[config.mk]
export PLATFORM = sky130hd
export DESIGN_NAME = icache_fetch_align
export DESIGN_NICKNAME = d
export VERILOG_FILES = /design/src/logic/icache_pkg.sv /design/src/logic/icache_fetch_align.sv
export SDC_FILE = /design/constraint.sdc
export NUM_CORES = 1
export LEC_CHECK = 0
export BUFFER_PORTS_ARGS = -buffer_cell sky130_fd_sc_hd__clkbuf_2
export CORE_AREA = 2 2 180 182
export DETAILED_ROUTE_END_ITERATION = 8
export DIE_AREA = 0 0 182 184
export PLACE_DENSITY_LB_ADDON = 0.08
export SYNTH_ARGS = -nofsm -noshare
export SYNTH_HDL_FRONTEND = slang
export SYNTH_SLANG_ARGS = --single-unit
[constraint.sdc]
create_clock -name clk -period 2.4 [get_ports clk]
set_input_delay 0.12 -clock clk [delete_from_list [all_inputs] [get_ports clk]]
set_output_delay 0.12 -clock clk [all_outputs]
set_load 0.01 [all_outputs]
[src/logic/icache_pkg.sv]
package icache_pkg;

    //////////////////////////////////////////////////////////////////////
    // address and instruction words
    //////////////////////////////////////////////////////////////////////

    // byte address width, one word
    localparam int ADDR_W = 32;

    // filler for an empty second issue slot
    // encodes andi r0, r0, 0
    localparam logic [31:0] INSN_NOP = 32'h0340_0000;

    //////////////////////////////////////////////////////////////////////
    // memory side
    //////////////////////////////////////////////////////////////////////

    // size code per beat: 0 byte, 1 half, 2 word
    localparam logic [1:0] MEM_SIZE_WORD = 2'd2;

    //////////////////////////////////////////////////////////////////////
    // controller states
    //////////////////////////////////////////////////////////////////////

    // nothing in flight
    localparam logic [2:0] ST_IDLE   = 3'd0;
    // stores read, tag compare this cycle
    localparam logic [2:0] ST_LOOKUP = 3'd1;
    // line request waiting for address accept
    localparam logic [2:0] ST_MISS   = 3'd2;
    // waiting for the line to come back
    localparam logic [2:0] ST_REFILL = 3'd3;
    // response held by the fetch stage
    localparam logic [2:0] ST_HOLD   = 3'd4;

endpackage

[src/logic/icache_fetch_align.sv]
module icache_fetch_align #(
    parameter int  OFFSET_W = 2,
    localparam int LINE_W   = 32 << OFFSET_W
) (
    input  logic                clk,
    input  logic                rst_n,
    input  logic [LINE_W-1:0]   line0,
    input  logic [LINE_W-1:0]   line1,
    input  logic [LINE_W-1:0]   mem_line,
    input  logic                sel_way,
    input  logic                sel_return,
    input  logic [OFFSET_W-1:0] sel_word,
    input  logic                load_hold,
    input  logic                send_nop,
    output logic [63:0]         resp_insn,
    output logic                resp_pair
);
    import icache_pkg::*;

    logic [LINE_W-1:0]   src_line;
    logic [OFFSET_W-1:0] upper_word;
    logic [63:0]         live_insn;
    logic                live_pair;
    logic [63:0]         held_insn;
    logic                held_pair;
    logic                replay;

    // returned line bypasses the arrays
    assign src_line = sel_return ? mem_line : (sel_way ? line1 : line0);

    assign upper_word = sel_word | OFFSET_W'(1);

    // second slot only from an even offset
    always_comb begin
        live_insn[31:0] = src_line[sel_word*32 +: 32];
        if (sel_word[0]) begin
            live_insn[63:32] = INSN_NOP;
            live_pair        = 1'b0;
        end else begin
            live_insn[63:32] = src_line[upper_word*32 +: 32];
            live_pair        = 1'b1;
        end
    end

    always_comb begin
        if (send_nop) begin
            resp_insn = {INSN_NOP, INSN_NOP};
            resp_pair = 1'b0;
        end else if (replay) begin
            resp_insn = held_insn;
            resp_pair = held_pair;
        end else begin
            resp_insn = live_insn;
            resp_pair = live_pair;
        end
    end

    // captures what is on the outputs, so a held pair recirculates
    always_ff @(posedge clk) begin
        if (load_hold) begin
            held_insn <= resp_insn;
            held_pair <= resp_pair;
        end
    end

    always_ff @(posedge clk or negedge rst_n) begin
        if (!rst_n) begin
            replay <= 1'b0;
        end else begin
            replay <= load_hold;
        end
    end

endmodule

# Yosys cells after proc, flatten, opt, wreduce, memory -nomap -nowiden
# Index checks and enable logic that the tools add are counted.
[totals]
in_bits = 392
register_bits = 66
out_inout_bits = 65
[classes]
shift = 2
muxes = 8
[op_table]
columns = ["cell", "count"]
rows = [
  ["$mux 128", 2],
  ["$shiftx 128x8->32", 2],
  ["$mux 64", 2],
  ["$mux 32", 1],
  ["$mux 1", 3],
]

# Depth between registers and ports, before layout
[logic_depth]
ltp_word = 6
ltp_mapped = 7

# Worst setup path before layout
# No wires, ideal clock.
[synth_path]
kind = "reg2reg"
start = "register replay"
end = "register held_insn[10], data pin"
setup_time_ps = 211
slack_ps = 619
t_required_ps = 2189
t_arrival_ps = 1570
stages_incl_launch_ff = 7
period_less_slack_ps = 1781
path_cell_list = "dfrtp_1 > buf_2 > or3b_1 > clkbuf_1 > o22ai_1 > a211oi_1 > o22ai_1"
[synth_between]
elab_chain_len = 2
[synth_lines]
columns = ["element", "line", "text"]
rows = [
  ["start, declared", "icache_fetch_align.sv:26", "logic replay;"],
  ["start signal, assigned", "icache_fetch_align.sv:70", "replay <= load_hold;"],
  ["$mux 64", "icache_fetch_align.sv:49", "end else if (replay) begin"],
  ["$mux 64", "icache_fetch_align.sv:46", "if (send_nop) begin"],
  ["named net resp_insn[10]", "icache_fetch_align.sv:15", "output logic [63:0] resp_insn,"],
  ["end signal, assigned", "icache_fetch_align.sv:61", "held_insn <= resp_insn;"],
  ["end, declared", "icache_fetch_align.sv:24", "logic [63:0] held_insn;"],
]
# The timed path passes the listed nets, and every way through them passes these cells.
# A chain may end at the register's enable or synchronous reset.

# Worst setup path after layout
[layout_path]
start = "register replay"
end = "output port resp_insn[31]"
[layout_between]
elab_chain_len = 2
[layout_lines]
columns = ["element", "line"]
rows = [
  ["$mux 64", "icache_fetch_align.sv:49"],
  ["$mux 64", "icache_fetch_align.sv:46"],
  ["end, declared", "icache_fetch_align.sv:15"],
]
# No other way between the ends.

==> impl_metrics.env <==
export IMPL_area_delta_synth_final_pct=53.9
export IMPL_dp_slack_ns=0.299
export IMPL_cp_arrival_ns=2.17
export IMPL_ys_ff_latch=66
export IMPL_seq_area_frac_synth=0.335
export IMPL_crit_path_end_kind="output port"
export IMPL_initial_core_util=0.188
export IMPL_dpl_cell_area_mm2=0.00876
export IMPL_syn_nets=1013
export IMPL_status="complete, no violations"
export IMPL_firstDrtPassIters=4
export IMPL_grt_overflow=0
export IMPL_critical_path_buf_inv_count=1
export IMPL_synth_warnings=0
export IMPL_clock_sinks=66
export IMPL_clockRootBuffer="clkbuf_16"
export IMPL_slowest_stage="or4_4"
export IMPL_gp_congestion=0.735
export IMPL_finClkSkew_ns=0.00688
export IMPL_cts_buffers=9
export IMPL_fp_coreArea_mm2=0.0314
export IMPL_netlist_area_mm2=0.00590
export IMPL_avgSynthCellArea_um2=9.51
export IMPL_die_y_um=184
export IMPL_start_kind="flop"
export IMPL_num_rows=65
export IMPL_portBuffers=456
export IMPL_hold_violations=0
export IMPL_layout_cells_non_filler=1478
export IMPL_drt_iter0_drc=223
export IMPL_final_area_mm2=0.00908
export IMPL_drt_wl_total_um=30200
export IMPL_criticalPathCategory="flop to output port"
export IMPL_fillers=3471
export IMPL_grt_start_max_net_pins=51
export IMPL_grt_usage=0.174
export IMPL_max_freq_mhz=436
export IMPL_crit_family="simple AND/OR/NAND/NOR gates"
export IMPL_max_slew_margin=0.644
export IMPL_cts_tree="done"
export IMPL_total_power_mw=3.92
export IMPL_drive_gt1_frac=0.496
export IMPL_worst_pin_slew_ns=0.534
export IMPL_antenna_found_initial=0
export IMPL_setup_slack_ns=0.109
export IMPL_num_antenna_cells=0
export IMPL_clockBufferDepth=2
export IMPL_required_ns=2.28
export IMPL_p_leak_nw=4.67
export IMPL_avgViaCountPerCell=4.49
export IMPL_hpwl_um=24000
export IMPL_finalSetupTns_ns=0
export IMPL_vias=6640
export IMPL_finalSetupViolCount=0
export IMPL_min_path_type="input pin to async pin"
export IMPL_cts_htree_levels=3
export IMPL_finish_utilization=0.289
export IMPL_min_period_over_period=0.955
export IMPL_timing_hold_ws_ns=0.116
export IMPL_synthCells=621
export IMPL_period_needed_ns=2.29
export IMPL_dp_cells=1458
export IMPL_layout_nets=1463
export IMPL_synth_cell_types=28
export IMPL_grt_pass1_vias=6903
export IMPL_insertion_delay_ns=0.34
export IMPL_drc=0
export IMPL_fp_dieArea_mm2=0.0335
export IMPL_max_stage_delay_ns=0.67
export IMPL_grt_pass1_wl_um=43400
export IMPL_die_x_um=182
export IMPL_crit_chain="or4_4, nor2_1, a211oi_1, o22ai_1, clkbuf_2"
export IMPL_ioPinCount=457
export IMPL_rsz0062_at_grt="yes"
export IMPL_ant_nets=0
export IMPL_drt_wirelength_per_cell_um=20.4
export IMPL_finalMaxSlewViolations=0
export IMPL_powerDensity_mw_per_mm2=432
export IMPL_worstPathMaxFanout=29
export IMPL_cts_reportedPaths_clkPinSlew_ns=0.06
export IMPL_ir_drop_v=0.000269
export IMPL_maxCapViolCount=0
## timing repair
item	CTS	global route
pin swaps	1	2
hold buffers	1	0
endpoints found under the hold margin	1	0
setup buffers	0	2
gates resized for setup	2	0
setup endpoints to repair	3	5
cloned	1	0
## cells in the mapped netlist, drive strengths merged
library cell / count / share of area
nand2: 99 / 0.063
nand4: 3 / 0.0032
or4b: 1 / 0.0023
nand3: 3 / 0.0025
or3b: 1 / 0.0015
nor2b: 3 / 0.0032
a31oi: 3 / 0.0032
or4: 1 / 0.0019
dfrtp: 1 / 0.0042
or3: 1 / 0.0011
mux2i: 186 / 0.32
nand2b: 1 / 0.0011
clkbuf: 26 / 0.017
a211oi: 29 / 0.037
o211ai: 3 / 0.0038
nor2: 32 / 0.020
buf: 34 / 0.036
o22ai: 58 / 0.072
mux4: 3 / 0.011
inv: 3 / 0.0019
edfxtp: 65 / 0.33
o21ai: 29 / 0.025
a21oi: 7 / 0.0059
a22oi: 29 / 0.037
## flip-flops by register name (all words and copies together) (netlist names)
name,flops
held_insn,64
held_pair,1
replay,1
## cell families (layout without fill, tap and decap cells)
group / Yosys count / count (layout) / synth area share
AO/OA/AOI/OAI: 158 / 158 / 0.183
buffers and inverters: 63 / 517 / 0.0549
flip-flops: 66 / 66 / 0.335
multiplexers: 189 / 189 / 0.327
AND/OR/NAND/NOR: 145 / 146 / 0.100
## path summary, 6_finish.rpt
kind | start | to | slack [ns] | cells past startpoint
setup / recovery | replay$_DFF_PN0_ | resp_insn[31] | 0.11 | 5
hold / removal | rst_n | replay$_DFF_PN0_ | 0.12 | 2
min in group clk | load_hold | held_insn[54]$_DFFE_PP_ | 0.27 | 1
setup reg to reg | replay$_DFF_PN0_ | held_insn[31]$_DFFE_PP_ | 0.57 | 4
max in group asynchronous | rst_n | replay$_DFF_PN0_ | 2.19 | 2
hold reg to reg | held_insn[49]$_DFFE_PP_ | held_insn[49]$_DFFE_PP_ | 0.57 | 2
## per-layer routing
layer	vias to the layer above	GRT usage	wire length [um]
li1	3280	-	-
met1	3057	0.212	12700
met2	286	0.317	15400
met3	17	0.0309	1800
met4	0	0.0384	323
met5	-	0	0
## placed cells by master (no fill, tap or decap), types with 2 or more instances in the layout
cell,Yosys,layout
nand2_1,99,99
o211ai_1,3,3
inv_1,3,3
clkbuf_2,0,454
edfxtp_1,65,65
a211oi_1,29,29
mux4_2,3,3
buf_4,6,37
a21oi_1,7,7
mux2i_1,186,186
a31oi_1,3,3
a22oi_1,29,29
nand3_1,3,3
clkbuf_1,26,2
clkinv_2,0,4
o22ai_2,10,11
nand4_1,3,3
buf_12,0,5
o22ai_1,48,47
clkbuf_16,0,9
nor2_1,32,31
or4b_4,1,2
o21ai_1,29,29
nor2b_4,0,2
## final cells by class
type	count	area (um^2)	share of cell area
multi-input cells	493	3650	0.402
well taps	402	503	0.0554
repair buffers	498	2680	0.295
inverters	3	11.3	0.00124
clock inverters	4	20.0	0.00220
clock buffers	12	246	0.0271
flip-flops and latches	66	1980	0.218
## power breakdown
| group | internal [mW] | leakage [nW] | switching (mW) |
|---|---|---|---|
| clock | 0.722 | 0.136 | 0.525 |
| sequential | 1.37 | 0.665 | 0.0225 |
| combinational | 0.607 | 3.87 | 0.678 |
Power figures use the tool's default switching activity.
