[src/logic/icache_data_store.sv]
module icache_data_store #(
    parameter int  INDEX_W  = 4,
    parameter int  OFFSET_W = 2,
    localparam int LINE_W   = 32 << OFFSET_W
) (
    input  logic               clk,
    input  logic [INDEX_W-1:0] rd_index,
    output logic [LINE_W-1:0]  line0,
    output logic [LINE_W-1:0]  line1,
    input  logic [1:0]         data_we,
    input  logic [INDEX_W-1:0] refill_index,
    input  logic [LINE_W-1:0]  mem_line
);

    localparam int SETS = 1 << INDEX_W;

    logic [LINE_W-1:0] line_mem [2][SETS];
    logic [LINE_W-1:0] rd_line [2];

    //////////////////////////////////////////////////////////////////////
    // line arrays
    //////////////////////////////////////////////////////////////////////

    // whole line written at once from the burst
    always_ff @(posedge clk) begin
        for (int w = 0; w < 2; w++) begin
            if (data_we[w]) begin
                line_mem[w][refill_index] <= mem_line;
            end
        end
    end

    // both ways read every cycle
    always_ff @(posedge clk) begin
        for (int w = 0; w < 2; w++) begin
            rd_line[w] <= line_mem[w][rd_index];
        end
    end

    assign line0 = rd_line[0];
    assign line1 = rd_line[1];

endmodule

[config.mk]
export PLATFORM = sky130hd
export DESIGN_NAME = icache_data_store
export DESIGN_NICKNAME = d
export VERILOG_FILES = /design/src/logic/icache_data_store.sv
export SDC_FILE = /design/constraint.sdc
export NUM_CORES = 2
export LEC_CHECK = 0
export BUFFER_PORTS_ARGS = -buffer_cell sky130_fd_sc_hd__buf_2
export CORE_MARGIN = 2
export CORE_UTILIZATION = 55
export DETAILED_ROUTE_END_ITERATION = 8
export PLACE_DENSITY = 0.79
export SLEW_MARGIN = 0
export SYNTH_ARGS = -nofsm -noshare
export SYNTH_HDL_FRONTEND = slang
export SYNTH_MEMORY_MAX_BITS = 65536
export SYNTH_SLANG_ARGS = --single-unit
[constraint.sdc]
create_clock -name clk -period 6.85 [get_ports clk]
set_input_delay 0.685 -clock clk [delete_from_list [all_inputs] [get_ports clk]]
set_output_delay 0.685 -clock clk [all_outputs]
set_load 0.05 [all_outputs]
Word level (Yosys, flattened, before mapping)
Memories as Yosys holds them, arrays and structs flattened.
Index checks and enable logic that the tools add are counted.
Widths: inputs -> output; s select.
- order comparisons: 3
- mux-type cells: 12
- bitwise gates (word level): 2
- reductions and logical operators: 1
- operator list (kind ; number):
    $mux 2048 ; 2
    $bmux 128 s4 ; 2
    $mux 128 ; 5
    $demux 128 s4 ; 1
    $ge 5x5->1 const B ; 2
    $not 4->5 ; 2
    $lt 5x1->1 const B ; 1
    $mux 1 ; 2
    $logic_and 1x1->1 ; 1
- flip-flop bits (word level): 0
- RAM bits: 4352
- bits of input ports: 139
- output and inout bits: 256
- word-level logic and storage cells: 20
- memories: 2
- memory list (name ; words ; bits a word ; read ports ; clocked after Yosys merged registers in ; write ports ; line ; text):
    line_mem ; 2 ; 2048 ; 2 ; 0 ; 2 ; 17 ; logic [LINE_W-1:0] line_mem [2][SETS];
    rd_line ; 2 ; 128 ; 2 ; 0 ; 2 ; 18 ; logic [LINE_W-1:0] rd_line [2];

Logic depth before layout (Yosys ltp)
- depth in word-level cells: 6
- mapped depth: 8
- gate-level depth less buffers: 3

Worst setup path before layout
OpenSTA, ideal clock, no wires.
- path type: input-to-reg
- from: in refill_index[1]
- to: mem line_mem[0][1000] (netlist name) (enable)
- library setup time: 617 ps
- arrival: 6488 ps
- setup slack: -255 ps
- stages: 3
- path through: or2_2 clkbuf_1 nor2_1
- RTL lines (item ; line ; text):
    start: declaration ; 11 ; input logic [INDEX_W-1:0] refill_index,
    end: declaration ; 17 ;

==> results_tabular.tex <==
\begin{tabular}{lr}
\hline
Metric & Value \\
\hline
\multicolumn{2}{l}{\textbf{Job}} \\
\quad \# Max-Cap Violations & 0 \\
\multicolumn{2}{l}{\textbf{Clocking}} \\
\quad Number of setup buffers added after CTS & 0 \\
\quad Deepest level of the CTS H-tree & 5 \\
\quad Root buffer cell & sky130\_fd\_sc\_hd\_\_clkbuf\_16 \\
\quad Clock tree from TritonCTS & yes \\
\quad Post-cts resize count & 0 \\
\quad Clock-pin slew on the worst setup and hold paths & about 0.070 ns \\
\quad Sinks on Clock Net & approximately 4400 \\
\quad Maximum clock path buffer count & 4 \\
\quad Number of buffers created by CTS & a little over 400 \\
\quad Latest clock arrival within the worst-skew pair & slightly below 1 ns \\
\quad Number of hold buffers added after CTS & 0 \\
\multicolumn{2}{l}{\textbf{Place}} \\
\quad Final weighted congestion in routability-driven placement & 0.751 \\
\quad Placed cell areas & approximately 0.17 sq mm \\
\quad Placed wire-length estimate after detailed placement & between 150000 and 200000 um \\
\quad Port buffer count & 394 \\
\multicolumn{2}{l}{\textbf{Layout}} \\
\quad Layout cells sized above 1 & between 20\% and 30\% \\
\quad Nets & 7458 \\
\quad Utilization of the core after routing & $\sim$62\% \\
\quad Synthesis-to-layout area growth & 13.0\% \\
\quad Final standard cell area without fillers & around 0.18 sq mm \\
\multicolumn{2}{l}{\textbf{Setup path}} \\
\quad End of the worst register-to-register path & rd\_line[0][245] \\
\quad Register-to-register setup slack & just over 5 ns \\
\quad Kind of end point of the critical path & flop \\
\quad Highest cell delay on the worst timing path & roughly 0.66 ns \\
\quad Beginning of the worst register-to-register path & line\_mem[0][3701] \\
\quad Most frequent CP cell & sky130\_fd\_sc\_hd\_\_buf\_4 \\
\quad Cells on worst reg2reg path & 3 \\
\quad Worst path required time & around 7.7 ns \\
\quad Launching element type of the critical path & input port \\
\quad Crit path max-delay cell type & sky130\_fd\_sc\_hd\_\_buf\_4 \\
\quad Worst-path fanout max & between 100 and 150 \\
\quad Signal arrival time at the worst endpoint & about 3.7 ns \\
\quad Chain of cells forming the critical path & buf\_12 > buf\_4 > buf\_4 > mux4\_2 > a22oi\_1 > nand2\_1 \\
\quad Critical Path Source & rd\_index[0] \\
\quad Critical path class & input port to flop \\
\multicolumn{2}{l}{\textbf{STA}} \\
\quad Worst-Margin Slew & roughly 1.7 ns \\
\quad Final setup vio count & 0 \\
\quad Fin crit period & approximately 2.9 ns \\
\quad Number of pins exceeding their max-slew limit in the final report & 48 \\
\quad Share of the clock period used by the worst path & a little over two fifths \\
\quad Normalized max-slew margin & -14.0\% \\
\quad Worst setup skew after layout & 0.0582 ns \\
\quad RSZ-0062 raised after global routing & false \\
\quad Maximum clock frequency & 346 MHz \\
\quad Final Hold Violating Endpoints & 0 \\
\multicolumn{2}{l}{\textbf{Die}} \\
\quad Die Footprint & slightly below 0.3 sq mm \\
\quad IO Pins & a little under 400 \\
\quad Initial Utilization & about 55\% \\
\quad Std cell rows & 197 \\
\quad Die Span Y & approximately 540 um \\
\quad Die span in x & 542 um \\
\quad Area of the core region & 0.288 sq mm \\
\multicolumn{2}{l}{\textbf{Routing}} \\
\quad Wire length on met2 & between 200000 and 250000 um \\
\quad Via count & about 79000 \\
\quad WL/cell & approximately 37 um \\
\quad Vias per cell & roughly 6.9 \\
\quad Number of DRC markers after the initial detailed-route iteration & between 10000 and 15000 \\
\quad Post-DRT Antenna Nets & 0 \\
\quad DRC violation count after routing & 0 \\
\quad TritonRoute pass-1 iters & 6 \\
\quad Detailed Route WL & 428000 um \\
\quad DR WL met3 & about 55000 um \\
\quad Met1 Wirelength & about 140000 um \\
\quad Uppermost signal routing layer after detailed routing & met5 \\
\multicolumn{2}{l}{\textbf{Power}} \\
\quad Psw & approximately 13000 uW \\
\quad Sw frac & 22.4\% \\
\quad Part of the total power dissipated in sequential elements & roughly 53\% \\
\quad Power density over the cells & 315 mW/mm\^{}2 \\
\quad VDD IR max & 0.253 mV \\
\quad Power share of the combinational group & slightly below 6\% \\
\quad Clock network power share & 40.9\% \\
\quad Cell internal power dissipation & about 44000 uW \\
\quad Static Leakage & between 0.05 and 0.06 uW \\
\multicolumn{2}{l}{\textbf{Logic synthesis}} \\
\quad Ys flop type & sky130\_fd\_sc\_hd\_\_edfxtp\_1 \\
\quad Synth warn & 0 \\
\quad Unique cell type count in the Yosys netlist & 26 \\
\quad Synth Cell Area & $\sim$0.16 sq mm \\
\quad Share of synthesized area occupied by flip-flops and latches & 80.5\% \\
\quad Most used standard cell by instance count after synthesis & sky130\_fd\_sc\_hd\_\_edfxtp\_1 \\
\quad Syn Inst Count & roughly 6800 \\
\quad Syn\_area\_per\_cell & 23.6 sq um \\
\quad Dominant cells by area after synthesis & sky130\_fd\_sc\_hd\_\_edfxtp\_1 77\%, sky130\_fd\_sc\_hd\_\_mux4\_2 13\%, sky130\_fd\_sc\_hd\_\_dfxtp\_1 3.2\% \\
\quad Total nets after synthesis & approximately 6900 \\
\quad Commonest cells in the synthesized netlist & 4096 x sky130\_fd\_sc\_hd\_\_edfxtp\_1, 934 x sky130\_fd\_sc\_hd\_\_mux4\_2, 397 x sky130\_fd\_sc\_hd\_\_a22oi\_1, 256 x sky130\_fd\_sc\_hd\_\_dfxtp\_1, 177 x sky130\_fd\_sc\_hd\_\_nand2\_1 \\
\quad Number of flops mapped to enable cells by yosys & approximately 4000 \\
\quad Yosys top cell by area & sky130\_fd\_sc\_hd\_\_edfxtp\_1 \\
\quad Share of flip-flops with an asynchronous set or reset after synthesis & 0\% \\
\quad Flip-flop and latch count after synthesis & between 4000 and 5000 \\
\quad Proportion of netlist area held by the largest area contributor & 77.3\% \\
\multicolumn{2}{l}{\textbf{Hold path}} \\
\quad Worst hold path depth & 1 \\
\quad Launch point of the worst hold path & mem\_line[42] \\
\quad Hold path endpoint & line\_mem[0][682] \\
\quad Type of the worst min-delay path & input port to flop \\
\multicolumn{2}{l}{\textbf{Global route}} \\
\quad Global-route usage over all layers & 29.1\% \\
\quad Initial antenna violation count & a little over 80 \\
\quad Number of global-route vias before repair & about 81000 \\
\quad Overflow after GRT & 0 \\
\quad Pin count of the biggest net entering global routing & 156 \\
\quad First-pass GRT wire length & around 600000 um \\
\multicolumn{2}{l}{\textbf{Status}} \\
\quad Violated checks & slew limit \\
\quad Outcome & complete, but fails checks \\
\hline
\end{tabular}
[power by group through the flow]
stage          sequential (uW)  clock, uW  combinational [uW]
6_report                 30200      23100                3270
5_1_grt                  30200      24200                3410
4_1_cts                  30200      23300                3270
3_5_place_dp             30700          0                3210
3_3_place_gp             30700          0                3130
2_1_floorplan            31100          0                1450
[placed cells by master (no fill, tap or decap), types with 25 or more instances in the layout]
| cell type | count |
|---|---|
| sky130_fd_sc_hd__edfxtp_1 | 4096 |
| sky130_fd_sc_hd__mux4_2 | 934 |
| sky130_fd_sc_hd__clkbuf_16 | 415 |
| sky130_fd_sc_hd__a22oi_1 | 397 |
| sky130_fd_sc_hd__buf_2 | 390 |
| sky130_fd_sc_hd__dfxtp_1 | 256 |
| sky130_fd_sc_hd__nand2_1 | 176 |
| sky130_fd_sc_hd__mux2_2 | 147 |
| sky130_fd_sc_hd__clkbuf_1 | 104 |
| sky130_fd_sc_hd__mux2i_1 | 73 |
| sky130_fd_sc_hd__buf_4 | 73 |
| sky130_fd_sc_hd__nor2b_1 | 69 |
| sky130_fd_sc_hd__clkinv_2 | 68 |
| sky130_fd_sc_hd__o221ai_1 | 67 |
| sky130_fd_sc_hd__clkinv_1 | 59 |
| sky130_fd_sc_hd__buf_12 | 50 |
| sky130_fd_sc_hd__diode_2 | 49 |
| sky130_fd_sc_hd__bufinv_16 | 39 |
| sky130_fd_sc_hd__clkbuf_8 | 36 |
| sky130_fd_sc_hd__nor2_4 | 35 |
| sky130_fd_sc_hd__o22a_1 | 25 |
[kinds of logic after synthesis]
logic type	after synthesis	synth area share, %
mux	1154	14.7
buf+inv	365	1.15
compound gates	562	2.66
flops	4352	80.5
simple gates	322	0.925
[routing by layer]
| layer | track usage (%) | vias to the layer above |
|---|---|---|
| met1 | 39.0 | 41400 |
| met2 | 46.4 | 6587 |
| li1 | - | 29900 |
| met3 | 6.55 | 1051 |
| met5 | 0 | - |
| met4 | 12.5 | 38 |
[critical path: cells and delay by family]
kind,cells,cell delay (ns)
buffers and inverters,3,1.87
muxes,1,0.61
AOI/OAI and AO/OA,1,0.24
and+or+nand+nor,1,0.12
[area by class of cell]
| class | instances | area [sq um] |
|---|---|---|
| clock buffers | 555 | 11300 |
| repair buffers | 516 | 3550 |
| diodes | 49 | 123 |
| clock inverters | 215 | 2450 |
| flip-flops and latches | 4352 | 128000 |
| well taps | 3781 | 4730 |
| multi-input cells | 2038 | 29500 |
| fillers | 17800 | 108000 |
[through the flow]
stage	setup TNS [ns]	instances	power [uW]	hold slack, ns	worst slack [ns]
floorplan	-460.75	6755	32600	0.635	-0.255
global placement	0	10700	33800	0.650	3.08
detailed placement	0	10700	33900	0.657	2.99
CTS	0	11500	56700	0.149	3.93
global route	0	11500	57800	0.208	3.77
finish	0	11500	56600	0.197	3.96
[worst max path at each step]
stage	slack, ns	endpoint	cells after the start
finish	3.96	rd_line[0][231]	6
global route	3.77	rd_line[0][231]	6
CTS	3.93	rd_line[0][231]	6
detailed placement	2.99	rd_line[0][231]	6
global placement	3.08	rd_line[0][98]	6
floorplan	-0.26	line_mem[0][1000]	3
[flip-flops by register name, indices dropped and copies added, names as in the netlist]
register / flops
line_mem: 4096
rd_line: 256
No activity file was read; power rests on OpenSTA's default activity.
