File: config.mk
export PLATFORM = sky130hd
export DESIGN_NAME = icache_ctrl
export DESIGN_NICKNAME = d
export VERILOG_FILES = /design/src/logic/icache_pkg.sv /design/src/logic/icache_ctrl.sv
export SDC_FILE = /design/constraint.sdc
export NUM_CORES = 1
export LEC_CHECK = 0
export BUFFER_PORTS_ARGS = -buffer_cell sky130_fd_sc_hd__buf_2
export CORE_UTILIZATION = 39
export CTS_CLUSTER_DIAMETER = 150
export DETAILED_ROUTE_END_ITERATION = 8
export PLACE_DENSITY = 0.77
export SLEW_MARGIN = 15
export SYNTH_ARGS = -nofsm -noshare
export SYNTH_HDL_FRONTEND = slang
export SYNTH_SLANG_ARGS = --single-unit
export TNS_END_PERCENT = 10
File: constraint.sdc
create_clock -name clk -period 2.1 [get_ports clk]
set_input_delay 0.21 -clock clk [delete_from_list [all_inputs] [get_ports clk]]
set_output_delay 0.21 -clock clk [all_outputs]
set_load 0.02 [all_outputs]
File: src/logic/icache_pkg.sv
package icache_pkg;

    //////////////////////////////////////////////////////////////////////
    // address and instruction words
    //////////////////////////////////////////////////////////////////////

    // byte address width, one word
    localparam int ADDR_W = 32;

    // filler for an empty second issue slot
    // encodes andi r0, r0, 0
    localparam logic [31:0] INSN_NOP = 32'h0340_0000;

    //////////////////////////////////////////////////////////////////////
    // memory side
    //////////////////////////////////////////////////////////////////////

    // size code per beat: 0 byte, 1 half, 2 word
    localparam logic [1:0] MEM_SIZE_WORD = 2'd2;

    //////////////////////////////////////////////////////////////////////
    // controller states
    //////////////////////////////////////////////////////////////////////

    // nothing in flight
    localparam logic [2:0] ST_IDLE   = 3'd0;
    // stores read, tag compare this cycle
    localparam logic [2:0] ST_LOOKUP = 3'd1;
    // line request waiting for address accept
    localparam logic [2:0] ST_MISS   = 3'd2;
    // waiting for the line to come back
    localparam logic [2:0] ST_REFILL = 3'd3;
    // response held by the fetch stage
    localparam logic [2:0] ST_HOLD   = 3'd4;

endpackage

File: src/logic/icache_ctrl.sv
module icache_ctrl #(
    parameter int  INDEX_W  = 4,
    parameter int  OFFSET_W = 2,
    localparam int TAG_W    = icache_pkg::ADDR_W - INDEX_W - OFFSET_W - 2
) (
    input  logic                          clk,
    input  logic                          rst_n,
    input  logic                          req_valid,
    input  logic [icache_pkg::ADDR_W-1:0] req_addr,
    input  logic                          req_inval,
    input  logic                          req_hold,
    output logic                          req_ready,
    output logic                          resp_valid,
    output logic [icache_pkg::ADDR_W-1:0] resp_pc,
    output logic                          mem_req,
    output logic [icache_pkg::ADDR_W-1:0] mem_addr,
    output logic [1:0]                    mem_size,
    input  logic                          mem_addr_ok,
    input  logic                          mem_data_ok,
    output logic [INDEX_W-1:0]            rd_index,
    input  logic [1:0]                    hit,
    input  logic                          victim,
    output logic [1:0]                    tag_we,
    output logic [1:0]                    data_we,
    output logic [INDEX_W-1:0]            refill_index,
    output logic [TAG_W-1:0]              refill_tag,
    output logic                          lru_touch,
    output logic                          lru_way,
    output logic                          inval,
    output logic                          sel_way,
    output logic                          sel_return,
    output logic [OFFSET_W-1:0]           sel_word,
    output logic                          load_hold,
    output logic                          send_nop
);
    import icache_pkg::*;

    localparam int IDX_LO = OFFSET_W + 2;
    localparam int TAG_LO = IDX_LO + INDEX_W;

    logic [2:0]        state;
    logic [2:0]        state_nxt;
    logic [ADDR_W-1:0] buf_addr;
    logic              buf_inval;
    logic              accept;
    logic              lookup_hit;
    logic              refill_done;

    //////////////////////////////////////////////////////////////////////
    // request buffer
    //////////////////////////////////////////////////////////////////////

    assign accept = req_valid && req_ready;

    always_ff @(posedge clk) begin
        if (accept) begin
            buf_addr <= req_addr;
        end
    end

    always_ff @(posedge clk or negedge rst_n) begin
        if (!rst_n) begin
            buf_inval <= 1'b0;
        end else if (accept) begin
            buf_inval <= req_inval;
        end
    end

    // new index on accept, else keep rereading the buffered set
    assign rd_index = accept ? req_addr[TAG_LO-1:IDX_LO] : buf_addr[TAG_LO-1:IDX_LO];

    assign refill_index = buf_addr[TAG_LO-1:IDX_LO];
    assign refill_tag   = buf_addr[ADDR_W-1:TAG_LO];
    assign sel_word     = buf_addr[IDX_LO-1:2];
    assign resp_pc      = buf_addr;

    //////////////////////////////////////////////////////////////////////
    // state machine
    //////////////////////////////////////////////////////////////////////

    assign lookup_hit  = (state == ST_LOOKUP) && !buf_inval && (|hit);
    assign refill_done = (state == ST_REFILL) && mem_data_ok;

    always_comb begin
        state_nxt = state;
        case (state)
            ST_IDLE: begin
                if (accept) begin
                    state_nxt = ST_LOOKUP;
                end
            end
            ST_LOOKUP: begin
                if (buf_inval) begin
                    state_nxt = ST_IDLE;
                end else if (!(|hit)) begin
                    state_nxt = ST_MISS;
                end else if (req_hold) begin
                    state_nxt = ST_HOLD;
                end else if (!accept) begin
                    state_nxt = ST_IDLE;
                end
            end
            ST_MISS: begin
                if (mem_addr_ok) begin
                    state_nxt = ST_REFILL;
                end
            end
            ST_REFILL: begin
                if (mem_data_ok) begin
                    state_nxt = req_hold ? ST_HOLD : ST_IDLE;
                end
            end
            ST_HOLD: begin
                if (!req_hold) begin
                    state_nxt = accept ? ST_LOOKUP : ST_IDLE;
                end
            end
            default: state_nxt = ST_IDLE;
        endcase
    end

    always_ff @(posedge clk or negedge rst_n) begin
        if (!rst_n) begin
            state <= ST_IDLE;
        end else begin
            state <= state_nxt;
        end
    end

    // no accept while a set is being written
    always_comb begin
        case (state)
            ST_IDLE:   req_ready = 1'b1;
            ST_LOOKUP: req_ready = lookup_hit && !req_hold;
            ST_HOLD:   req_ready = !req_hold;
            default:   req_ready = 1'b0;
        endcase
    end

    assign resp_valid = lookup_hit || refill_done || (state == ST_HOLD);
    assign load_hold  = resp_valid && req_hold;
    assign send_nop   = !resp_valid;
    assign sel_way    = hit[1];
    assign sel_return = (state == ST_REFILL);

    // memory side
    assign mem_req  = (state == ST_MISS);
    assign mem_addr = {buf_addr[ADDR_W-1:IDX_LO], {IDX_LO{1'b0}}};
    assign mem_size = MEM_SIZE_WORD;

    // refill goes to the victim way
    assign tag_we    = refill_done ? (victim ? 2'b10 : 2'b01) : 2'b00;
    assign data_we   = tag_we;
    assign lru_touch = lookup_hit || refill_done;
    assign lru_way   = refill_done ? victim : hit[1];
    assign inval     = (state == ST_LOOKUP) && buf_inval;

    // request stays up until the address is taken
    assert property (@(posedge clk) disable iff (!rst_n)
        mem_req && !mem_addr_ok |=> mem_req);

    // a line is never cached in both ways
    assert property (@(posedge clk) disable iff (!rst_n)
        state == ST_LOOKUP |-> !(&hit));

endmodule

Word-level counts from Yosys, hierarchy flattened:

Cells that the tools add are included.

* reduce and logical (&&, ||, !) cells: 15
* equal/unequal tests: 9
* muxes and demuxes: 16

Operators by type and width (count)
* two-way mux 3 bit: 9
* case mux 3 bit (5 select lines): 1
* logical AND 1 bit: 7
* equality test 3 x 2 -> 1 bit (second input constant): 2
* inequality test 2 bit (second input constant): 3
* inequality test 5 bit (second input constant): 1
* AND reduction 5 bit: 1
* two-way mux 2 bit: 2
* two-way mux 4 bit: 1
* equality test 3 x 1 -> 1 bit (second input constant): 1
* equality test 3 bit (second input constant): 1
* zero test 1 bit: 3
* zero test 3 bit: 1
* case mux 1 bit (3 select lines): 1
* logical OR 1 bit: 2
* two-way mux 1 bit: 2
* inequality test 2 x 1 -> 1 bit (second input constant): 1
* OR reduction 2 bit: 1

* output and inout bits: 114
* bits of input ports: 42
* logic and storage cells: 43
* register bits after elaboration: 36

Longest topological paths before layout:

* depth in word-level cells: 11
* gate-level depth with buffers: 6
* depth with buffers taken out: 4

Worst setup path before layout:

Ideal clock, no wire load.

* kind: register -> output
* start: register state[2]
* end: output port load_hold
* required time: 1.890 ns
* path slack: 0.011 ns
* buffers on the path: 0
* stages on the path, launching flop included: 5
* arrival: 1.879 ns
* path through: dfrtp_1 > nand2b_1 > o41ai_2 > a21oi_1 > nor2b_1

* cells in the longest elaborated chain, start to end: 6
* elaborated cells on any way between the ends: 9
* classes of those cells: 3 x eq/ne; 6 x reduce/logical

Ends and longest elaborated chain
* start, declared: line icache_ctrl.sv:41 `logic [2:0] state;`
* start signal, assigned: line icache_ctrl.sv:126 `state <= state_nxt;`
* equality test 3 x 1 -> 1 bit: line icache_ctrl.sv:81 `assign lookup_hit = (state == ST_LOOKUP) && !buf_inval && (|hit);`
* logical AND 1 bit (2 in a row): line icache_ctrl.sv:81
* logical OR 1 bit *
* net lru_touch: line icache_ctrl.sv:27 `output logic lru_touch,`
* logical OR 1 bit *: line icache_ctrl.sv:140 `assign resp_valid = lookup_hit || refill_done || (state == ST_HOLD);`
* logical AND 1 bit *: line icache_ctrl.sv:141 `assign load_hold = resp_valid && req_hold;`
* end, declared: line icache_ctrl.sv:33 `output logic load_hold,`

Mark *: on every way through the listed nets, which the timed path passes. The rest lies on a longest branch.

Worst setup path after layout:

* start: register state[0]
* end: output port rd_index[0]

* cells in the longest elaborated chain, start to end: 7
* elaborated cells on any way between the ends: 9
* classes of those cells: 2 x eq/ne; 2 x mux; 5 x reduce/logical

Ends and longest elaborated chain
* equality test 3 x 1 -> 1 bit: line icache_ctrl.sv:81, icache_ctrl.sv:132
* logical AND 1 bit (2 in a row): line icache_ctrl.sv:81
* logical AND 1 bit: line icache_ctrl.sv:134 `ST_LOOKUP: req_ready = lookup_hit && !req_hold;`
* case mux 1 bit (3 select lines) *: line icache_ctrl.sv:132 `case (state)`
* logical AND 1 bit *: line icache_ctrl.sv:53 `assign accept = req_valid && req_ready;`
* two-way mux 4 bit *: line icache_ctrl.sv:70 `assign rd_index = accept ? req_addr[TAG_LO-1:IDX_LO] : buf_addr[TAG_LO-1:IDX_LO];`
* end, declared: line icache_ctrl.sv:20 `output logic [INDEX_W-1:0] rd_index,`

Mark *: on every way between the ends. The rest lies on a longest branch, timed or not.

==> flow_summary.json <==
{
  "cts_buffers": 5,
  "drt_iter0_markers": 55,
  "synth-main-ff-cell": "edfxtp_1",
  "grt_overflow": 0,
  "peakVddDrop_mv": 0.735,
  "grt_max_degree": 20,
  "dieArea_mm2": 0.00516,
  "synth_common_cells": "67 x buf_4, 32 x edfxtp_1, 6 x nor2_1",
  "cp.required_ps": 1890,
  "wl_per_cell_um": 12.5,
  "grt_pass1_wl_um": 4880,
  "hold_viol_final": 0,
  "port_buffers": 149,
  "clk_path_buf_depth": 2,
  "coreArea_mm2": 0.00469,
  "syn_to_final_growth_pct": 25.8,
  "slew_violations": 0,
  "route.detailed.drc": 0,
  "hp-class": "in -> reg",
  "fmax_mhz": 488,
  "rsz0062_at_grt": "no",
  "synth.distinct_cells": 28,
  "diodes": 0,
  "yosys.area.top_type_share_pct": 50.6,
  "synth-edff-count": 32,
  "critical_path_arrival_ps": 1840,
  "period_minus_slack_ps": 2050,
  "antenna_found_initial": 0,
  "die_h_um": 71.8,
  "grt_pass1_vias": 1063,
  "power_density_mw_per_mm2": 1530,
  "synth-seq-cells": 36,
  "cts_tree": "done",
  "drt_wl_total_um": 3800,
  "dp_hpwl_um": 2870,
  "rows": 25,
  "synth-seq-area-share_pct": 55.8,
  "clock_latency_ps": 290,
  "cts_sinks": 36,
  "via_per_inst": 4.42,
  "synth_area_mm2": 0.00190,
  "fin_worst_skew_ps": 6.79,
  "min_path_cells": 1,
  "status": "finished, final reports clean",
  "start_util_pct": 40.5,
  "ioPinCount": 156,
  "routed-via-count": 1340,
  "yosysWarnings": 0,
  "synth_most_common_cell": "buf_4",
  "firstDrtPassIters": 4,
  "drive_gt1_share_pct": 72.3,
  "synth_cells": 148,
  "antenna_left": 0,
  "clk_pin_slew_worst_paths_ps": 80,
  "synth_area_leaders": "edfxtp_1 51%, buf_4 26%, dfrtp_1 5.3%",
  "grtUsageTotal_pct": 12.8,
  "crit_fanout": 9,
  "crit_path_start_kind": "register",
  "setup_viol": 0,
  "criticalPathCategory": "reg -> out",
  "syn_area_per_cell_um2": 12.8,
  "synth-async-reset-ratio_pct": 11.1,
  "rr_worst_depth": 6,
  "fin_hold_ws_ps": 93.2,
  "cap_violations": 0,
  "synth_top_cell_by_area": "edfxtp_1",
  "finalCritPeriodShare_pct": 97.6,
  "endpoint_kind": "output port",
  "cts_root_buf": "clkbuf_8",
  "place_congestion": 0.897,
  "p_leak_nw": 1.22,
  "fin_nets": 290,
  "cts_max_level": 2,
  "setup_tns_ps": 0,
  "fp.dieW_um": 71.8
}
==> cells in the final DEF (no fill, tap or decap), drive strengths merged, types with 2 or more instances in the layout <==
cell / n
dfrtp: 4
a21oi: 3
clkbuf: 5
nor2b: 3
nor2: 6
buf: 158
conb: 6
edfxtp: 32
clkinv: 3
mux2: 6
inv: 2
nand2b: 3
nand2: 4
==> flip-flops by register name, summed over array words and instances, names as in the netlist <==
name / count
buf_inval: 1
state: 3
resp_pc: 32
==> logic make-up after synthesis <==
logic type,share of synthesized area [%]
AND/OR/NAND/NOR,6.85
other,0.395
buffers and inverters,28.3
flip-flops,55.8
multiplexers,4.54
AO/OA/AOI/OAI,4.08
==> worst max-delay path, cell delays in order, from the launching register on <==
cell	delay (ps)
dfrtp_2	460
nor2b_4	150
and4b_1	220
a31o_4	260
mux2_4	300
buf_2	160
==> stage by stage <==
step	area (um2)	power (mW)	utilization (%)	setup WS, ps	instances
2_1_floorplan	1920	2.80	-	10.7	152
3_3_place_gp	2230	3.03	47.6	242	288
3_5_place_dp	2230	3.08	47.6	202	288
4_1_cts	2340	3.59	49.9	4.15	297
5_1_grt	2390	3.83	51.0	2.06	303
6_report	2390	3.65	51.0	50.0	303
==> metal layers <==
metal  up-vias  track usage [%]  wire (um)
met4         0             8.06         70
li1        630                -          -
met2        84             21.6       1950
met3         7             3.38        276
met1       619             14.4       1500
met5         -                0          0
==> final cells by class <==
type | count | area, um2
Inverter | 2 | 7.51
Tap cell | 54 | 67.6
Clock buffer | 5 | 68.8
Sequential cell | 36 | 1060
Multi-Input combinational cell | 44 | 328
Clock inverter | 3 | 18.8
Fill cell | 409 | 2300
Timing Repair Buffer | 159 | 836
==> power by group <==
| part | internal [mW] | switching [mW] |
|---|---|---|
| logic | 0.716 | 1.23 |
| clock network | 0.231 | 0.256 |
| registers | 1.05 | 0.162 |
==> path summary, 6_finish.rpt <==
check	start	end	slack [ps]
setup / recovery	state[0]$_DFFE_PN0P_	rd_index[0]	50
hold / removal	req_addr[21]	resp_pc[21]$_DFFE_PN_	90
setup reg to reg	state[0]$_DFFE_PN0P_	buf_inval$_DFFE_PN0N_	290
hold reg to reg	state[2]$_DFFE_PN0P_	state[1]$_DFFE_PN0P_	560
max in group asynchronous	rst_n	state[1]$_DFFE_PN0P_	1690
min in group asynchronous	rst_n	buf_inval$_DFFE_PN0N_	270
==> what timing repair did <==
action	CTS	global route
gates resized for setup	3	2
hold buffers	1	0
endpoints found under the hold margin	4	0
setup buffers	0	6
endpoints found under the setup margin	4	5
Note: power is estimated with default switching activity, not from simulation.
