==> config.mk <==
export PLATFORM = sky130hd
export DESIGN_NAME = icache_tag_store
export DESIGN_NICKNAME = d
export VERILOG_FILES = /design/src/logic/icache_pkg.sv /design/src/logic/icache_tag_store.sv
export SDC_FILE = /design/constraint.sdc
export NUM_CORES = 1
export LEC_CHECK = 0
export BUFFER_PORTS_ARGS = -buffer_cell sky130_fd_sc_hd__buf_2
export CAP_MARGIN = 15
export CORE_MARGIN = 5
export CORE_UTILIZATION = 35
export CTS_CLUSTER_DIAMETER = 150
export CTS_CLUSTER_SIZE = 25
export DETAILED_ROUTE_END_ITERATION = 8
export GPL_ROUTABILITY_DRIVEN = 0
export PLACE_DENSITY_LB_ADDON = 0.12
export SLEW_MARGIN = 20
export SYNTH_ARGS = -nofsm -noshare
export SYNTH_HDL_FRONTEND = slang
export SYNTH_SLANG_ARGS = --single-unit
==> constraint.sdc <==
create_clock -name clk -period 5.1 [get_ports clk]
set_clock_uncertainty 0.1 [all_clocks]
set_input_delay 1.275 -clock clk [delete_from_list [all_inputs] [get_ports clk]]
set_output_delay 1.275 -clock clk [all_outputs]
set_load 0.02 [all_outputs]
==> src/logic/icache_pkg.sv <==
package icache_pkg;

    //////////////////////////////////////////////////////////////////////
    // address and instruction words
    //////////////////////////////////////////////////////////////////////

    // byte address width, one word
    localparam int ADDR_W = 32;

    // filler for an empty second issue slot
    // encodes andi r0, r0, 0
    localparam logic [31:0] INSN_NOP = 32'h0340_0000;

    //////////////////////////////////////////////////////////////////////
    // memory side
    //////////////////////////////////////////////////////////////////////

    // size code per beat: 0 byte, 1 half, 2 word
    localparam logic [1:0] MEM_SIZE_WORD = 2'd2;

    //////////////////////////////////////////////////////////////////////
    // controller states
    //////////////////////////////////////////////////////////////////////

    // nothing in flight
    localparam logic [2:0] ST_IDLE   = 3'd0;
    // stores read, tag compare this cycle
    localparam logic [2:0] ST_LOOKUP = 3'd1;
    // line request waiting for address accept
    localparam logic [2:0] ST_MISS   = 3'd2;
    // waiting for the line to come back
    localparam logic [2:0] ST_REFILL = 3'd3;
    // response held by the fetch stage
    localparam logic [2:0] ST_HOLD   = 3'd4;

endpackage

==> src/logic/icache_tag_store.sv <==
module icache_tag_store #(
    parameter int  INDEX_W  = 4,
    parameter int  OFFSET_W = 2,
    localparam int TAG_W    = icache_pkg::ADDR_W - INDEX_W - OFFSET_W - 2
) (
    input  logic               clk,
    input  logic               rst_n,
    input  logic [INDEX_W-1:0] rd_index,
    input  logic [TAG_W-1:0]   cmp_tag,
    output logic [1:0]         hit,
    output logic               victim,
    input  logic [1:0]         tag_we,
    input  logic [INDEX_W-1:0] refill_index,
    input  logic [TAG_W-1:0]   refill_tag,
    input  logic               lru_touch,
    input  logic               lru_way,
    input  logic               inval
);

    localparam int SETS = 1 << INDEX_W;

    logic [TAG_W-1:0]         tag_mem [2][SETS];
    logic [1:0][SETS-1:0]     valid_mem;
    // per set, the way used least recently
    logic [SETS-1:0]          lru_bits;
    logic [TAG_W-1:0]         rd_tag [2];
    logic [1:0]               rd_valid;

    // tag arrays, one-cycle read
    always_ff @(posedge clk) begin
        for (int w = 0; w < 2; w++) begin
            if (tag_we[w]) begin
                tag_mem[w][refill_index] <= refill_tag;
            end
            rd_tag[w] <= tag_mem[w][rd_index];
        end
    end

    always_ff @(posedge clk or negedge rst_n) begin
        if (!rst_n) begin
            valid_mem <= '0;
            lru_bits  <= '0;
            rd_valid  <= '0;
        end else begin
            for (int w = 0; w < 2; w++) begin
                if (tag_we[w]) begin
                    valid_mem[w][refill_index] <= 1'b1;
                end
                rd_valid[w] <= valid_mem[w][rd_index];
            end
            // cache op clears the whole set
            if (inval) begin
                valid_mem[0][refill_index] <= 1'b0;
                valid_mem[1][refill_index] <= 1'b0;
                lru_bits[refill_index]     <= 1'b0;
            end else if (lru_touch) begin
                lru_bits[refill_index] <= ~lru_way;
            end
        end
    end

    assign hit[0] = rd_valid[0] && (rd_tag[0] == cmp_tag);
    assign hit[1] = rd_valid[1] && (rd_tag[1] == cmp_tag);

    // empty way first, then lru
    always_comb begin
        if (!rd_valid[0]) begin
            victim = 1'b0;
        end else if (!rd_valid[1]) begin
            victim = 1'b1;
        end else begin
            victim = lru_bits[refill_index];
        end
    end

endmodule

# == Yosys cells after proc, flatten, opt, wreduce, memory -nomap -nowiden ==
# Memory sizes are Yosys's and may differ from the RTL's.
# Index checks and enable logic that the tools add are counted.
# totals
output_inout_bits,3
wordCells,56
register_bits,50
input_bits,63
ramBits,816
memories,2
# classes
mux,28
n_reduce_logical,5
n_bitwise,9
magnitude_cmp,6
n_eq_ne,2
# mem_list
memory,depth,word_bits,read_ports,rd_ports_with_merged_regs,wr,line_no,source
tag_mem,2,384,2,0,2,icache_tag_store.sv:22,logic [TAG_W-1:0] tag_mem [2][SETS];
rd_tag,2,24,2,0,2,icache_tag_store.sv:26,logic [TAG_W-1:0] rd_tag [2];
# op_table
cell,n
$mux W384,2
$bmux W24 S4,2
$mux W24,5
$demux W24 S4,1
$mux W16,4
$and A16 B16 Y16,3
$eq A24 B24 Y1,2
$mux W32,1
$or A16 B16 Y16,2
$bwmux W16,1
$not A16 Y16,1
$bmux W1 S4,3
$ge A5 B5 Y1 const B,2
$lt A4 B5 Y1 const B,2
$not A4 Y5,2
$mux W1,8
$lt A5 B1 Y1 const B,1
$demux W1 S4,1
$ge A4 B1 Y1 const B,1
$logic_and A1 B1 Y1,4
$reduce_bool A2 Y1,1
$not A1 Y1,1

# == Depth between registers and ports, before layout ==
# Gate-level depths: netlist (run 1).
# logic_depth
word_depth,8
ltp_mapped,6
mapped_depth_nobuf,4

# == Worst setup path after synthesis (run 1) ==
# No wires, ideal clock.
# synth_timing
path_type,input to output
start,in refill_index[1]
end,out victim
path_slack_ns,1.218
stages,4
t_required_ns,3.725
arrival_ns,2.507
path_cell_list,clkbuf_1 > mux4_2 > a32oi_1 > a41oi_1
# synth_between
elab_chain_len,4
# synth_rtl
item,line_no,source
from (decl),icache_tag_store.sv:13,"input logic [INDEX_W-1:0] refill_index,"
$bmux W1 S4,icache_tag_store.sv:72,victim = lru_bits[refill_index];
$mux W1 (implied by the code),icache_tag_store.sv:72,
$mux W1,icache_tag_store.sv:69,end else if (!rd_valid[1]) begin
$mux W1,icache_tag_store.sv:67,if (!rd_valid[0]) begin
to (decl),icache_tag_store.sv:11,"output logic victim,"
# No other way between the ends. The select of a mux whose other input is x is not followed.

# == Worst setup path after layout (run 1) ==
# layout_timing
start,in cmp_tag[6]
end,out hit[1]
# layout_between
elab_chain_len,2
# layout_rtl
item,line_no,source
from (decl),icache_tag_store.sv:9,"input logic [TAG_W-1:0] cmp_tag,"
$eq A24 B24 Y1,icache_tag_store.sv:63,assign hit[1] = rd_valid[1] && (rd_tag[1] == cmp_tag);
$logic_and A1 B1 Y1,icache_tag_store.sv:63,
to (decl),icache_tag_store.sv:10,"output logic [1:0] hit,"
# No other way between the ends.

==> results.yml, run 1 <==
sta:
  max_freq_mhz: 235
  setup_violations: 0
  share_of_the_cycle_needed_by_the_critical_path_after_routing: 0.836
  finalSetupTns_ps: 0
  maxSlewViolCount: 0
  finalCriticalPeriod_ps: 4260
  final.hold.worst_slack_ps: 419
  timing.final.hold_violations: 0
  max-slew-margin-rel: 0.372
  worst_slew_pin_slew_ps: 942
  rsz0062_at_grt: "no"
grt:
  grt_max_degree: 59
  initial_antenna_violation_count: 7
  via_count_of_the_first_global_routing_pass: 15435
  grt_overflow: 0
  grt_first_pass_wirelength_um: 123000
  grtUsageTotal: 0.175
logic_synthesis:
  post-synth-top-area-fraction: 0.698
  yosysWarningCount: 0
  synth-main-ff-cell: "edfxtp_1"
  post_synth_num_cell_types: 29
  post_synth_main_area_contributors: "edfxtp_1 70%, mux4_2 13%, mux4_1 4.8%"
  synth_nets: 1470
  synth_async_sr_flop_share: 0.0577
  syn_avg_cell_area_um2: 23.5
  most_frequent_cell_after_synthesis: "edfxtp_1"
  syn_inst: 1407
  ys_ff_latch: 866
  synth.yosys.seq_area_share: 0.765
  count_of_flip_flops_with_a_built_in_enable_after_synthesis: 768
  synthesis.area_mm2: 0.0330
  netlist.top_cell.by_area: "edfxtp_1"
  synth.cells.most_frequent: "768 x edfxtp_1, 194 x mux4_2, 60 x mux4_1"
cts:
  post_cts_buffers: 0
  ctsLongestPathBuffers: 3
  cts_resized: 0
  cts_tree: "yes"
  clock_sinks: 866
  worst_setup_hold_path_clk_slew_ps: 100
  clock_tree.htree_level_count: 2
  holdBufCountCts: 0
  cts_buffers: 40
  clk_latency_ps: 600
  clockRootBuffer: "clkbuf_16"
routing:
  route.detailed.vias_per_inst: 5.34
  drt.antenna.violating_nets: 0
  remaining_drc_errors: 0
  drt_pass_1_iters: 5
  vias: 14914
  drt_iter0_drc: 1463
  wl_per_cell_um: 31.6
  postRouteWirelength_um: 88200
floorplanning:
  fp.dieH_um: 317
  start_util: 0.353
  ioPinCount: 66
  dieArea_mm2: 0.101
  die_extent_in_x_um: 317
  coreArea_mm2: 0.0935
  rows: 112
run_status:
  outcome: "finished clean"
worst_setup_path:
  critPathMostFrequentCell: "buf_2"
  reg2reg_slack_ps: 3400
  timing_worst_setup_path_type: "in2out"
  critical_path.max_fanout: 2
  worstSetupEndpoint: "hit[1]"
  critical_path.endpoint_type: "output port"
  worstPathCellList: "buf_2 -> xnor2_1 -> nand4_1 -> nor4_1 -> buf_2"
  timing.critical_path.from: "cmp_tag[6]"
  timing.rr.end: "rd_tag[0][12]"
  worst_r2r_startpoint: "tag_mem[0][60]"
  critPathArrivalTime_ps: 2890
  ff2ff_path_depth: 2
  timing.critical_path.slowest_stage_cell: "nor4_1"
  critical-path-max-stage-delay_ps: 440
  cp.required_ps: 3720
  crit_path_start_kind: "input pin"
place:
  dp_hpwl_um: 52200
  dp.cells: 2715
  numPortBuffers: 65
power:
  cellPowerDensity_mw_per_mm2: 351
  intPower_uw: 9920
  combinationalPowerShare: 0.070
  p_total_uw: 12700
  max-vdd-ir-drop_mv: 0.196
  static-leakage-power_uw: 0.0115
  share_clk_of_total_power: 0.294
  p_switching_uw: 2830
  netSwitchingFraction: 0.222
  share_seq_of_total_power: 0.635
final_layout:
  finalNonFillerCells: 2791
  post_route_cells_drive_above_1_share: 0.259
  layout-area-overhead-vs-synth_pct: 9.98
  nFillCells: 8368
  number_of_nets_at_the_end_of_the_flow: 1566
hold_path:
  worst_hold_path_type: "reg2reg"
job:
  cap_violations: 0
## power by group through the flow
stage / Sequential, uW / Combinational, uW / Clock (uW)
5_1_grt: 8120 / 963 / 4150
3_3_place_gp: 8260 / 903 / 0
2_1_floorplan: 8180 / 555 / 0
3_5_place_dp: 8260 / 914 / 0
4_1_cts: 8100 / 915 / 3880
6_report: 8100 / 896 / 3750
## routing by layer
layer	global-route usage	up-vias	wire, um	share of wire
met5	0	-	23	0.00026
met4	0.0264	4	1110	0.013
met3	0.0326	72	4630	0.052
met2	0.267	351	40300	0.46
met1	0.269	8323	42200	0.48
li1	-	6164	-	-
## cells in the final DEF (no fill, tap or decap), types with 4 or more instances in the layout
cell type and n:
dfxtp_1 48, buf_4 57, o21ai_0 31, buf_2 61
dfrtp_1 50, clkbuf_1 30, and3_2 16, nor2_1 13
nand2_1 13, nand4_1 4, mux4_1 60, nor4_1 9
a2bb2oi_1 32, xnor2_1 18, buf_12 8, clkbuf_16 41
nor2b_1 4, nor3_1 8, xor2_1 30, edfxtp_1 768
and2_2 16, nand3_1 10, nand2b_1 4, mux4_2 194
## state kept, by name, indices dropped and copies added (netlist names)
name,flops
tag_mem,768
rd_valid,2
lru_bits,16
valid_mem,32
rd_tag,48
## cell type report
| class | count | area [um2] | share of cell area |
|---|---|---|---|
| diodes | 2 | 5.00 | 0.000138 |
| repair buffers | 128 | 922 | 0.0254 |
| well taps | 1254 | 1570 | 0.0432 |
| multi-input cells | 466 | 7400 | 0.204 |
| clock buffers | 71 | 1140 | 0.0313 |
| inverters | 1 | 3.75 | 0.000103 |
| clock inverters | 3 | 28.8 | 0.000792 |
| flip-flops and latches | 866 | 25300 | 0.696 |
## worst min path at each step
stage                       startpoint           end  slack [ps]  cells after the start
after global routing      lru_bits[15]  lru_bits[15]         460                      1
after CTS                 lru_bits[12]  lru_bits[12]         430                      2
final                     lru_bits[12]  lru_bits[12]         420                      2
after detailed placement   lru_bits[7]   lru_bits[7]         400                      2
after global placement    lru_bits[14]  lru_bits[14]         390                      2
after floorplan           lru_bits[15]  lru_bits[15]         360                      1
## cells by family (layout without fill, tap and decap cells)
kind of cell              after synthesis  count (layout)  share of synthesized area
muxes                                 254             254                      0.180
DFF                                   866             866                      0.765
and+or+nand+nor                        98              98                     0.0159
AOI/OAI and AO/OA                      66              66                     0.0140
other                                   0               2                          0
xor gates and xnor gates               48              48                     0.0127
buffers and inverters                  75             203                     0.0124
## critical path: cells and delay by family
family | cells | cell delay (ps)
xor+xnor | 1 | 390
buf+inv | 2 | 390
simple gates | 2 | 830
## stage by stage
stage	utilization	worst slack, ps	cell area (um2)
finish	0.389	839	36300
floorplan	-	1220	33000
CTS	0.389	931	36300
global route	0.389	707	36300
detailed placement	0.376	940	35200
global placement	0.376	845	35200
No activity file was read; power rests on OpenSTA's default activity.
==> run 2, diff against run 1 <==
==> constraint.sdc (replaced) <==
create_clock -name clk -period 4 [get_ports clk]
set_clock_uncertainty 0.1 [all_clocks]
set_input_delay 1 -clock clk [delete_from_list [all_inputs] [get_ports clk]]
set_output_delay 1 -clock clk [all_outputs]
set_load 0.02 [all_outputs]
==> run 2 against run 1 <==
Sequential share of layout area shrank 0.90 points. Routed wire length is 0.80% lower. Final area grew 1.3%. Die area unchanged. Register-to-register slack lost 1100 ps. First-iteration DRC count shrank 1.2%. Count of clock-buffer cells in the layout down 1. Worst setup slack worse by 550 ps. Total power rose by 27%. Non-clock buffer count rose by 18. Core utilization is 0.51 points higher. Critical path depth unchanged. Critical endpoint unchanged. Highest routed layer is now met4.
==> results.yml, run 2 (synthesis gave the netlist of run 1 again) <==
run_status:
  outcome: "finished clean"
sta:
  final.hold.worst_slack_ps: 340
  timing.final.hold_violations: 0
  maxSlewViolCount: 0
  finalCriticalPeriod_ps: 3710
  worst_slack_ps: 286
  max-slew-margin-rel: 0.432
  worst_slew_pin_slew_ps: 849
  setup_violations: 0
  max_freq_mhz: 269
  rsz0062_at_grt: "no"
  share_of_the_cycle_needed_by_the_critical_path_after_routing: 0.928
  finalSetupTns_ps: 0
worst_setup_path:
  worst_r2r_startpoint: "tag_mem[0][434]"
  timing_worst_setup_path_type: "in2out"
  crit_path_start_kind: "input pin"
  critical_path.endpoint_type: "output port"
  timing.rr.end: "rd_tag[0][26]"
  critPathArrivalTime_ps: 2610
  cp.required_ps: 2900
  ff2ff_path_depth: 2
  critical_path.max_fanout: 2
  reg2reg_slack_ps: 2260
final_layout:
  commonest_cells_after_routing_fill_and_taps_aside: "768 x edfxtp_1, 194 x mux4_2, 60 x mux4_1, 60 x buf_2, 50 x dfrtp_1"
  layout-area-overhead-vs-synth_pct: 11.4
  reg.largest.list: "tag_mem x768, rd_tag x48, valid_mem x32"
  layout_commonest_cell: "edfxtp_1"
  largest_register: "tag_mem"
  post_route_cells_drive_above_1_share: 0.267
  number_of_nets_at_the_end_of_the_flow: 1584
  finalNonFillerCells: 2805
  largest_register_ff_count: 768
cts:
  ctsLongestPathBuffers: 3
  worst_setup_hold_path_clk_slew_ps: 100
  holdBufCountCts: 0
  clockRootBuffer: "clkbuf_16"
  cts_resized: 0
  post_cts_buffers: 0
  cts_tree: "yes"
  clk_latency_ps: 600
  cts_buffers: 40
  clock_tree.htree_level_count: 2
  clock_sinks: 866
grt:
  grt_max_degree: 60
  grt_use_met3: 0.0267
  initial_antenna_violation_count: 9
  grtUsageTotal: 0.174
  grt_first_pass_wirelength_um: 123000
  via_count_of_the_first_global_routing_pass: 15658
  grt_overflow: 0
  top_usage_layer: "met2"
  gr-usage-met1: 0.264
  groute.layer.met2.usage: 0.274
power:
  share_clk_of_total_power: 0.291
  max-vdd-ir-drop_mv: 0.258
  cellPowerDensity_mw_per_mm2: 441
  intPower_uw: 12700
  combinationalPowerShare: 0.073
  static-leakage-power_uw: 0.0117
  share_seq_of_total_power: 0.637
  p_switching_uw: 3570
  netSwitchingFraction: 0.220
routing:
  drt_pass_1_iters: 6
  remaining_drc_errors: 0
  route.detailed.vias_per_inst: 5.36
  drt.antenna.violating_nets: 0
  wl_per_cell_um: 31.2
  drt_iter0_drc: 1445
  postRouteWirelength_um: 87500
  vias: 15029
place:
  numPortBuffers: 65
  pre_cts_ws_ps: 282
  dp.cells: 2733
  dp_hpwl_um: 52400
floorplanning:
  die_extent_in_x_um: 317
  fp.dieH_um: 317
  start_util: 0.353
  dieArea_mm2: 0.101
  coreArea_mm2: 0.0935
  ioPinCount: 66
  rows: 112
hold_path:
  worst_hold_path_type: "in2async"
job:
  cap_violations: 0
run 2: cell count changes in the layout (fill, tap and decap cells not counted):
cell / change
buf_12: +29
diode_2: -1
buf_4: -10
clkbuf_1: -1
buf_2: -1
inv_6: -2
run 2: worst max-delay path by stage:
stage	startpoint	end	slack [ps]	depth (start not counted)
final	cmp_tag[6]	hit[1]	290	5
after global routing	cmp_tag[6]	hit[1]	160	5
after detailed placement	cmp_tag[6]	hit[1]	280	5
after CTS	cmp_tag[6]	hit[1]	270	5
after floorplan	refill_index[1]	victim	670	4
after global placement	cmp_tag[6]	hit[1]	320	5
run 2: stage by stage:
step	total power (uW)	utilization	cell area, um2
finish	16200	0.394	36800
global route	16800	0.394	36800
CTS	16400	0.394	36800
detailed placement	11700	0.382	35700
global placement	11700	0.382	35700
floorplan	11100	-	33000
run 2: power groups by stage:
stage / clock network [uW] / logic, uW / registers (uW)
floorplan: 0 / 707 / 10400
global placement: 0 / 1180 / 10500
detailed placement: 0 / 1200 / 10500
CTS: 4890 / 1200 / 10300
global route: 5220 / 1270 / 10400
finish: 4720 / 1180 / 10300
run 2: cell type report:
| type | count | area (um2) |
|---|---|---|
| fill | 8330 | 56700 |
| sequential | 866 | 25300 |
| multi-input combinational | 466 | 7400 |
| tap | 1254 | 1570 |
| timing repair buffer | 146 | 1420 |
| clock buffer | 70 | 1130 |
| clock inverter | 1 | 11.3 |
| inverter | 1 | 3.75 |
| antenna | 1 | 2.50 |
run 2: critical path: stages:
cell and delay (ps):
buf_2 140, xnor2_1 420, nand4_1 360, nor4_1 450, buf_2 240
run 2: layer usage:
metal	up-vias	routed length, um
li1	6202	-
met1	8388	41100
met2	369	40900
met3	70	4180
met4	0	1270
met5	-	0
==> run 3, diff against run 2 <==
--- a/config.mk
+++ b/config.mk
@@ -5,13 +5,13 @@
 export SDC_FILE = /design/constraint.sdc
 export NUM_CORES = 1
 export LEC_CHECK = 0
-export BUFFER_PORTS_ARGS = -buffer_cell sky130_fd_sc_hd__buf_2
 export CAP_MARGIN = 15
 export CORE_MARGIN = 5
 export CORE_UTILIZATION = 35
 export CTS_CLUSTER_DIAMETER = 150
 export CTS_CLUSTER_SIZE = 25
 export DETAILED_ROUTE_END_ITERATION = 8
+export DONT_BUFFER_PORTS = 1
 export GPL_ROUTABILITY_DRIVEN = 0
 export PLACE_DENSITY_LB_ADDON = 0.12
 export SLEW_MARGIN = 20
==> run 3 against run 2 <==
Total power down 1.9%. Cell count down 3.6%. Clock power rose by 1%.
==> results.yml, run 3 (synthesis gave the netlist of run 1 again) <==
run_status:
  outcome: "finished clean"
floorplanning:
  coreArea_mm2: 0.0935
  dieArea_mm2: 0.101
  ioPinCount: 66
  die_extent_in_x_um: 317
  rows: 112
  start_util: 0.353
  fp.dieH_um: 317
sta:
  finalSetupTns_ps: 0
  worst_slew_pin_slew_ps: 855
  timing.final.hold_violations: 0
  setup_violations: 0
  maxSlewViolCount: 0
  finalCriticalPeriod_ps: 3310
  max-slew-margin-rel: 0.430
  rsz0062_at_grt: "no"
  max_freq_mhz: 302
  share_of_the_cycle_needed_by_the_critical_path_after_routing: 0.828
routing:
  postRouteWirelength_um: 84100
  vias: 14560
  drt_iter0_drc: 1376
  drt.antenna.violating_nets: 0
  wl_per_cell_um: 31.1
  drt_pass_1_iters: 5
  remaining_drc_errors: 0
  route.detailed.vias_per_inst: 5.39
cts:
  holdBufCountCts: 1
  cts_buffers: 40
  cts_tree: "yes"
  clockRootBuffer: "clkbuf_16"
  worst_setup_hold_path_clk_slew_ps: 110
  post_cts_buffers: 0
  ctsLongestPathBuffers: 3
  clk_latency_ps: 620
  clock_sinks: 866
  cts_resized: 0
  clock_tree.htree_level_count: 2
place:
  placed_cell_area_mm2: 0.0348
  dp_hpwl_um: 48100
  numPortBuffers: 0
final_layout:
  layout_commonest_cell: "edfxtp_1"
  reg.largest.list: "tag_mem x768, rd_tag x48, valid_mem x32"
  number_of_nets_at_the_end_of_the_flow: 1482
  multiInputGateArea_mm2: 0.00740
  insertedDiodeCount: 0
  post_route_cells_drive_above_1_share: 0.217
  commonest_cells_after_routing_fill_and_taps_aside: "768 x edfxtp_1, 194 x mux4_2, 60 x mux4_1"
  largest_register_ff_count: 768
  nFillCells: 8317
  layout-area-overhead-vs-synth_pct: 8.85
  seqCellArea_mm2: 0.0253
  largest_register: "tag_mem"
  finalInstanceArea_mm2: 0.0360
grt:
  grt_overflow: 0
  via_count_of_the_first_global_routing_pass: 15240
  grtUsageTotal: 0.168
  initial_antenna_violation_count: 3
  grt_max_degree: 201
  grt_first_pass_wirelength_um: 119000
worst_setup_path:
  worstSetupEndpoint: "hit[1]"
  critical_path.endpoint_type: "output port"
  critPathArrivalTime_ps: 2210
  cp.required_ps: 2900
  worst_r2r_startpoint: "tag_mem[0][437]"
  timing.critical_path.from: "cmp_tag[9]"
  timing_worst_setup_path_type: "in2out"
  ff2ff_path_depth: 2
  critical_path.max_fanout: 2
  reg2reg_slack_ps: 2250
  crit_path_start_kind: "input pin"
  timing.rr.end: "rd_tag[0][29]"
hold_path:
  worst_hold_path_type: "in2async"
job:
  cap_violations: 0
power:
  p_total_uw: 15900
  max-vdd-ir-drop_mv: 0.336
  static-leakage-power_uw: 0.0112
  cellPowerDensity_mw_per_mm2: 443
==> run 3: worst max-delay path, stage by stage <==
cell and delay (ps):
xor2_1 190, nor3_1 490, nand3_1 150, nor4_1 190
buf_4 190
==> run 3: how the worst min path moves through the flow <==
stage                    to  slack [ps]
3_5_place_dp   lru_bits[12]         400
4_1_cts         lru_bits[8]          80
3_3_place_gp   lru_bits[12]         390
5_1_grt         lru_bits[8]          90
2_1_floorplan  lru_bits[15]         360
6_report        lru_bits[8]         120
==> run 3: final cells by class <==
cell class / count / share of cell area
clock buffers: 70 / 0.0321
multi-input cells: 466 / 0.206
well taps: 1254 / 0.0436
clock inverters: 2 / 0.000765
flip-flops and latches: 866 / 0.703
repair buffers: 44 / 0.0150
inverters: 1 / 0.000104
==> run 3: where the power goes <==
| part | internal, uW | switching, uW |
|---|---|---|
| combinational | 483 | 315 |
| sequential | 10200 | 186 |
| clock | 2010 | 2780 |
==> run 3: metrics by stage <==
step	worst slack (ps)	instances	util	hold WS (ps)
after detailed placement	662	2630	0.372	398
after CTS	628	2703	0.385	84.3
after global routing	545	2703	0.385	93.2
final	690	2703	0.385	116
after global placement	678	2630	0.372	388
after floorplan	668	1407	-	361
==> run 3: per-layer routing <==
metal  share of wire  track usage  vias to the layer above  wire length, um
li1                -            -                     5994                -
met4           0.017       0.0302                        0             1400
met2            0.45        0.255                      327            38100
met1            0.46        0.251                     8166            39000
met5               0            0                        -                0
met3           0.066       0.0434                       73             5580
